## config.mk

```make
export PLATFORM = sky130hd
export DESIGN_NAME = vmaTop
export DESIGN_NICKNAME = d
export VERILOG_FILES = /design/src/hdl/addrPkg.sv /design/src/hdl/ctrlPkg.sv /design/src/hdl/vmaAdder.sv /design/src/hdl/sectionSelect.sv /design/src/hdl/vmaRegs.sv /design/src/hdl/vmaDiag.sv /design/src/hdl/vmaTop.sv
export SDC_FILE = /design/constraint.sdc
export NUM_CORES = 1
export LEC_CHECK = 0
export BUFFER_PORTS_ARGS = -buffer_cell sky130_fd_sc_hd__clkbuf_2
export CAP_MARGIN = 20
export CORE_ASPECT_RATIO = 1.25
export CORE_MARGIN = 4
export CORE_UTILIZATION = 40
export DETAILED_ROUTE_END_ITERATION = 10
export PLACE_DENSITY = 0.58
export SYNTH_ARGS = -nofsm -noshare
export SYNTH_HDL_FRONTEND = slang
export SYNTH_SLANG_ARGS = --single-unit
```

## constraint.sdc

```tcl
create_clock -name clk -period 2.9 [get_ports clk]
set_input_delay 0.58 -clock clk [delete_from_list [all_inputs] [get_ports clk]]
set_output_delay 0.58 -clock clk [all_outputs]
set_load 0.01 [all_outputs]
```

## src/hdl/addrPkg.sv

```systemverilog
`default_nettype none

package addrPkg;

  localparam int sectionWidth = 5;
  localparam int offsetWidth  = 18;
  localparam int vmaWidth     = sectionWidth + offsetWidth;
  localparam int magicWidth   = 5;
  localparam int trapMixWidth = 4;
  localparam int diagWidth    = 24;

  // Offsets below this hit the fast AC block
  localparam int acLimit = 16;

  typedef logic [sectionWidth-1:0] section_t;
  typedef logic [offsetWidth-1:0]  offset_t;

  // Section in the high bits, offset in the low bits
  typedef logic [vmaWidth-1:0]     vmaAddr_t;

  typedef logic [magicWidth-1:0]   magic_t;
  typedef logic [trapMixWidth-1:0] trapMix_t;
  typedef logic [diagWidth-1:0]    diagWord_t;

  function automatic section_t sectionOf(input vmaAddr_t addr);
    return addr[vmaWidth-1:offsetWidth];
  endfunction

  function automatic offset_t offsetOf(input vmaAddr_t addr);
    return addr[offsetWidth-1:0];
  endfunction

endpackage

`default_nettype wire

```

## src/hdl/ctrlPkg.sv

```systemverilog
`default_nettype none

package ctrlPkg;

  // VMA offset source
  typedef enum logic [1:0] {
    SRC_AD       = 2'd0,
    SRC_PC_MAGIC = 2'd1,
    SRC_TRAP     = 2'd2,
    SRC_INC      = 2'd3
  } vmaSrc_e;

  // VMA section source
  typedef enum logic [1:0] {
    SECT_VMA  = 2'd0,
    SECT_PC   = 2'd1,
    SECT_PREV = 2'd2,
    SECT_AD   = 2'd3
  } sectSel_e;

  typedef enum logic [2:0] {
    DIAG_VMA    = 3'd0,
    DIAG_PC     = 3'd1,
    DIAG_HELD   = 3'd2,
    DIAG_ADRBRK = 3'd3,
    DIAG_FLAGS  = 3'd4
  } diagSel_e;

  typedef enum logic {
    IDLE = 1'b0,
    ACK  = 1'b1
  } diagState_e;

  // Bit positions in the flags readout word
  localparam int flagLocalAcBit = 5;
  localparam int flagMatchBit   = 6;
  localparam int flagSect0Bit   = 7;

endpackage

`default_nettype wire

```

## src/hdl/vmaAdder.sv

```systemverilog
`timescale 1ns/1ps
`default_nettype none

module vmaAdder
  import addrPkg::*, ctrlPkg::*;
(
  input  vmaSrc_e  vmaSrc,
  input  vmaAddr_t ad,
  input  vmaAddr_t pc,
  input  vmaAddr_t vma,
  input  magic_t   magic,
  input  trapMix_t trapMix,
  output offset_t  nextOffset
);

  offset_t adOffset;
  offset_t pcOffset;
  offset_t vmaOffset;
  offset_t magicExt;
  offset_t pcPlusMagic;
  offset_t trapOffset;
  offset_t incOffset;

  assign adOffset  = offsetOf(ad);
  assign pcOffset  = offsetOf(pc);
  assign vmaOffset = offsetOf(vma);

  // Magic is an unsigned displacement into the low PC bits
  assign magicExt = offset_t'(magic);

  // Carry out of bit 18 is dropped so the sum stays in section
  assign pcPlusMagic = pcOffset + magicExt;

  // Trap vector replaces the low nibble of the PC
  assign trapOffset = {pcOffset[offsetWidth-1:trapMixWidth], trapMix};

  assign incOffset = vmaOffset + offset_t'(1);

  always_comb begin
    case (vmaSrc)
      SRC_AD: begin
        nextOffset = adOffset;
      end
      SRC_PC_MAGIC: begin
        nextOffset = pcPlusMagic;
      end
      SRC_TRAP: begin
        nextOffset = trapOffset;
      end
      SRC_INC: begin
        nextOffset = incOffset;
      end
      default: begin
        nextOffset = adOffset;
      end
    endcase
  end

endmodule

`default_nettype wire

```

## src/hdl/sectionSelect.sv

```systemverilog
`timescale 1ns/1ps
`default_nettype none

module sectionSelect
  import addrPkg::*, ctrlPkg::*;
(
  input  logic     clk,
  input  logic     reset,
  input  sectSel_e sectSel,
  input  logic     loadPrevSec,
  input  vmaAddr_t ad,
  input  vmaAddr_t vma,
  input  vmaAddr_t pc,
  output section_t nextSection,
  output section_t prevSec
);

  // Previous context section, loaded from AD on a context switch
  always_ff @(posedge clk) begin
    if (reset) begin
      prevSec <= '0;
    end else if (loadPrevSec) begin
      prevSec <= sectionOf(ad);
    end
  end

  always_comb begin
    case (sectSel)
      SECT_VMA:  nextSection = sectionOf(vma);
      SECT_PC:   nextSection = sectionOf(pc);
      SECT_PREV: nextSection = prevSec;
      SECT_AD:   nextSection = sectionOf(ad);
      default:   nextSection = sectionOf(vma);
    endcase
  end

endmodule

`default_nettype wire

```

## src/hdl/vmaRegs.sv

```systemverilog
`timescale 1ns/1ps
`default_nettype none

module vmaRegs
  import addrPkg::*;
(
  input  logic     clk,
  input  logic     reset,
  input  logic     loadVma,
  input  logic     loadPc,
  input  logic     loadHeld,
  input  logic     loadAdrBrk,
  input  logic     selHeld,
  input  logic     extended,
  input  logic     fetch,
  input  logic     readOrWrite,
  input  section_t nextSection,
  input  offset_t  nextOffset,
  input  vmaAddr_t ad,
  output vmaAddr_t vma,
  output vmaAddr_t pc,
  output vmaAddr_t held,
  output vmaAddr_t adrBrk,
  output vmaAddr_t heldOrPc,
  output logic     localAc,
  output logic     acRef,
  output logic     match
);

  section_t vmaSection;
  offset_t  vmaOffset;
  logic     lowSection;
  logic     acOffset;
  logic     localSpace;

  // All loads sample the old register values, so they can overlap
  always_ff @(posedge clk) begin
    if (reset) begin
      vma <= '0;
    end else if (loadVma) begin
      vma <= {nextSection, nextOffset};
    end
  end

  always_ff @(posedge clk) begin
    if (reset) begin
      pc <= '0;
    end else if (loadPc) begin
      pc <= vma;
    end
  end

  always_ff @(posedge clk) begin
    if (reset) begin
      held <= '0;
    end else if (loadHeld) begin
      held <= vma;
    end
  end

  always_ff @(posedge clk) begin
    if (reset) begin
      adrBrk <= '0;
    end else if (loadAdrBrk) begin
      adrBrk <= ad;
    end
  end

  assign vmaSection = sectionOf(vma);
  assign vmaOffset  = offsetOf(vma);

  // Sections 0 and 1 both see the ACs
  assign lowSection = vmaSection < section_t'(2);
  assign acOffset   = vmaOffset < offset_t'(acLimit);

  // Non-extended refs and instruction fetches are always local
  assign localSpace = lowSection | ~extended | fetch;

  assign localAc = acOffset & localSpace;
  assign acRef   = localAc & readOrWrite;

  assign match = vma == adrBrk;

  assign heldOrPc = selHeld ? held : pc;

endmodule

`default_nettype wire

```

## src/hdl/vmaDiag.sv

```systemverilog
`timescale 1ns/1ps
`default_nettype none

module vmaDiag
  import addrPkg::*, ctrlPkg::*;
(
  input  logic      clk,
  input  logic      reset,
  input  logic      diagReq,
  input  diagSel_e  diagSel,
  input  vmaAddr_t  vma,
  input  vmaAddr_t  pc,
  input  vmaAddr_t  held,
  input  vmaAddr_t  adrBrk,
  input  section_t  prevSec,
  input  logic      localAc,
  input  logic      match,
  output logic      diagAck,
  output diagWord_t diagData
);

  diagState_e state;
  diagWord_t  selWord;
  diagWord_t  flagWord;

  always_comb begin
    flagWord = '0;
    flagWord[sectionWidth-1:0] = prevSec;
    flagWord[flagLocalAcBit] = localAc;
    flagWord[flagMatchBit] = match;
    flagWord[flagSect0Bit] = sectionOf(vma) == '0;
  end

  always_comb begin
    case (diagSel)
      DIAG_VMA:    selWord = diagWord_t'(vma);
      DIAG_PC:     selWord = diagWord_t'(pc);
      DIAG_HELD:   selWord = diagWord_t'(held);
      DIAG_ADRBRK: selWord = diagWord_t'(adrBrk);
      DIAG_FLAGS:  selWord = flagWord;
      default:     selWord = '0;
    endcase
  end

  // Word is captured once on entry to ACK and held until the next request
  always_ff @(posedge clk) begin
    if (reset) begin
      state    <= IDLE;
      diagData <= '0;
    end else begin
      case (state)
        IDLE: begin
          if (diagReq) begin
            diagData <= selWord;
            state    <= ACK;
          end
        end
        ACK: begin
          if (!diagReq) begin
            state <= IDLE;
          end
        end
        default: state <= IDLE;
      endcase
    end
  end

  assign diagAck = state == ACK;

endmodule

`default_nettype wire

```

## src/hdl/vmaTop.sv

```systemverilog
`timescale 1ns/1ps
`default_nettype none

module vmaTop
  import addrPkg::*, ctrlPkg::*;
(
  input  logic      clk,
  input  logic      reset,
  input  vmaAddr_t  ad,
  input  magic_t    magic,
  input  trapMix_t  trapMix,
  input  logic      loadVma,
  input  vmaSrc_e   vmaSrc,
  input  sectSel_e  sectSel,
  input  logic      loadPc,
  input  logic      loadHeld,
  input  logic      loadAdrBrk,
  input  logic      loadPrevSec,
  input  logic      extended,
  input  logic      fetch,
  input  logic      readOrWrite,
  input  logic      selHeld,
  input  logic      diagReq,
  input  diagSel_e  diagSel,
  output vmaAddr_t  vma,
  output vmaAddr_t  heldOrPc,
  output logic      acRef,
  output logic      localAc,
  output logic      match,
  output logic      diagAck,
  output diagWord_t diagData
);

  offset_t  nextOffset;
  section_t nextSection;
  section_t prevSec;
  vmaAddr_t pc;
  vmaAddr_t held;
  vmaAddr_t adrBrk;

  vmaAdder u_adder (
    .vmaSrc     (vmaSrc),
    .ad         (ad),
    .pc         (pc),
    .vma        (vma),
    .magic      (magic),
    .trapMix    (trapMix),
    .nextOffset (nextOffset)
  );

  sectionSelect u_section (
    .clk         (clk),
    .reset       (reset),
    .sectSel     (sectSel),
    .loadPrevSec (loadPrevSec),
    .ad          (ad),
    .vma         (vma),
    .pc          (pc),
    .nextSection (nextSection),
    .prevSec     (prevSec)
  );

  vmaRegs u_regs (
    .clk         (clk),
    .reset       (reset),
    .loadVma     (loadVma),
    .loadPc      (loadPc),
    .loadHeld    (loadHeld),
    .loadAdrBrk  (loadAdrBrk),
    .selHeld     (selHeld),
    .extended    (extended),
    .fetch       (fetch),
    .readOrWrite (readOrWrite),
    .nextSection (nextSection),
    .nextOffset  (nextOffset),
    .ad          (ad),
    .vma         (vma),
    .pc          (pc),
    .held        (held),
    .adrBrk      (adrBrk),
    .heldOrPc    (heldOrPc),
    .localAc     (localAc),
    .acRef       (acRef),
    .match       (match)
  );

  vmaDiag u_diag (
    .clk      (clk),
    .reset    (reset),
    .diagReq  (diagReq),
    .diagSel  (diagSel),
    .vma      (vma),
    .pc       (pc),
    .held     (held),
    .adrBrk   (adrBrk),
    .prevSec  (prevSec),
    .localAc  (localAc),
    .match    (match),
    .diagAck  (diagAck),
    .diagData (diagData)
  );

endmodule

`default_nettype wire

```

==> run metrics <==
Final Cycle Share 0.969; Yosys reg bits approximately 120; FILL cells ~1,700; Slowest Stage Delay on Critical Path between 0.4 and 0.5 ns; Synth async-reset ratio 0; largest cells by area after synthesis dfxtp_1 35%, mux2i_1 13%, nor2_1 7.6%; Inst Count DP 1,086; Hold/Removal Path Class primary input to register; area of the multi-input gates a little over 4000 um2; post-cts resize count 0; YS warnings 0; global-route wire length before repair around 36,000 um; Slew headroom 0.476; Crit Path Class register to output port; DR vias 6,301; Critical Path Sink Type output port; CP bufs+invs 1; clock latency on the worst-skew pair between 0.4 and 0.5 ns; Clock Skew about 0.010 ns; commonest non-fill, non-tap cell in the layout nor2_1; Core Util, Final 0.496; layout cells sized above 1 0.270; final setup vio count 0; final worst-path setup slack slightly above 0.09 ns; GR Util met1 0.298; Cell Chain, Critical Path nor4_1, nand4_1, a31oi_2, and2_1, clkbuf_2; site row count 53; Synth Instances approximately 780; family with the most delay on the worst path simple AND/OR/NAND/NOR gates; max_cap viols 0; LEAKAGE around 3.7 nW; vias per cell 5.64; PnR Total Power around 4.6 mW; Final Net Count around 940; Placer Congestion around 0.94; dpl ws roughly 0.33 ns; Ports between 100 and 150; Longest Clk Path Bufs 2; root buf cell clkbuf_16; setup TNS 0 ns; Peak supply drop ~0.40 mV; drt pass-1 iters 5; Final Max Tran Viols 0; post-synthesis sequential area ratio 0.350; DPL Wire Length 16,600 um; CTS tree yes; Area growth syn-to-layout 21.1%; Mapped Nets between 800 and 900; Die X between 100 and 150 um; Required @ worst endpoint 2.32 ns; grt ovf 0; GR met2 Demand/Resource 0.395; TritonCTS Sinks between 100 and 150; Initial Util 0.410; Startpoint Class register; status finished clean; Core Region about 17,000 um2; WP data arrival about 2.2 ns; Routed Antenna Nets 0; Post-Layout Cell Count 1,117; pin count of the biggest net entering global routing just over 70; final hold viol count 0; antenna violations before repair 0; Reg area 2420 um2; post-synth top area share 0.350; final WL between 20,000 and 25,000 um; post-route DRC violation count 0; Crit Path Max Fanout 12; ant diodes 0; Synth area leader dfxtp_1; htree depth 4; RSZ-0062 raised after global routing no; Worst path slowest cell nor4_1; most frequent cells in the layout 141 x nor2_1, 122 x clkbuf_2, 121 x dfxtp_1, 93 x mux2i_1, 37 x buf_4; Worst Max-Slew Pin Slew between 0.7 and 0.8 ns; Initial DRC Count just over 500; Most Crowded Layer GR met2; DR WL/cell 20.6 um; FMAX 356 MHz; Netlist Area Pre-Place a little under 7000 um2; vias in the first global route 6,112; total track usage 0.234; met3 Use GR 0.0464; hold_buf cts 0; count of input and output buffers roughly 120; Tmin final about 2.8 ns; Post-CTS Setup Bufs 0; die area approximately 20,000 um2; Avg Cell Area, Syn slightly below 9 um2; Synth Flop Type dfxtp_1; Synth cell types 66; Clock transition at path regs roughly 0.06 ns; number of synthesized flops with an enable pin 0; CTS buffer count 17; Power Density ~550 nW/um2; die height ~160 um
path summary, 6_finish.rpt:
path,startpoint,to,slack [ns],depth (start not counted)
worst min register to register,u_diag.diagData[7]$_SDFFE_PP0P_,u_diag.diagData[7]$_SDFFE_PP0P_,0.50,2
worst max register to register,u_regs.pc[0]$_SDFFE_PP0P_,u_regs.vma[4]$_SDFFE_PP0P_,0.46,10
worst min-delay path,diagReq,u_diag.diagAck$_SDFF_PP0_,0.39,2
worst max-delay path,u_regs.vma[14]$_SDFFE_PP0P_,acRef,0.09,5
Yosys cell counts (5+ instances only):
master    count
inv_1        15
o21ai_0      36
buf_1        12
buf_4         7
nor2_1      141
dfxtp_1     121
ha_1          6
xor2_1       20
nor3_1       13
mux4_2       22
nand4_1       7
clkbuf_1     38
buf_2        15
mux2_2       21
o22ai_1       6
a22oi_1      27
xnor2_1      14
nor4_1        8
nand2_1      31
nand3_1      12
mux2i_1      93
a21oi_1      35
a31oi_1       5
through the flow:
| step | instance area, um2 | hold WS (ns) |
|---|---|---|
| 2_1_floorplan | 6930 | 0.469 |
| 3_3_place_gp | 7790 | 0.471 |
| 3_5_place_dp | 7810 | 0.477 |
| 4_1_cts | 8390 | 0.383 |
| 5_1_grt | 8390 | 0.423 |
| 6_report | 8390 | 0.393 |
sequential cells by signal (all words and copies together) (netlist names):
name               flops
u_regs.vma            23
u_regs.adrBrk         23
u_diag.diagAck         1
u_regs.pc             23
u_regs.held           23
u_diag.diagData       23
u_section.prevSec      5
power by group:
group | total (mW) | switching [mW] | leakage, nW | internal, mW
sequential | 1.83 | 0.0925 | 0.987 | 1.73
clock | 2.12 | 0.770 | 0.286 | 1.35
combinational | 0.699 | 0.398 | 2.42 | 0.301
total | 4.64 | 1.26 | 3.70 | 3.38
per-layer routing:
layer / part of all wire / up-vias
met5: 0 / -
met4: 0.022 / 0
met3: 0.055 / 38
met2: 0.49 / 204
met1: 0.43 / 3051
li1: - / 3008
worst register-to-register path, delay by kind of cell (launching register included):
kind                       cells  cell delay (ns)
adders and majority gates      2             0.61
AOI/OAI and AO/OA              2             0.19
buffers and inverters          2             0.22
DFF                            1             0.45
and+or+nand+nor                2             0.22
muxes                          2             0.60
logic make-up after synthesis:
logic type | share of synthesized area
muxes | 0.240
AOI/OAI and AO/OA | 0.138
and+or+nand+nor | 0.161
adders and majority gates | 0.0137
buffers and inverters | 0.0542
xor gates and xnor gates | 0.0430
DFF | 0.350
other | 0.000541
layout make-up:
cell class / count / share of cell area
multi-input combinational: 568 / 0.492
tap: 220 / 0.0328
timing repair buffer: 161 / 0.110
clock buffer: 24 / 0.0586
sequential: 121 / 0.289
inverter: 16 / 0.00716
clock inverter: 7 / 0.0109
No activity file was read; power rests on OpenSTA's default activity.
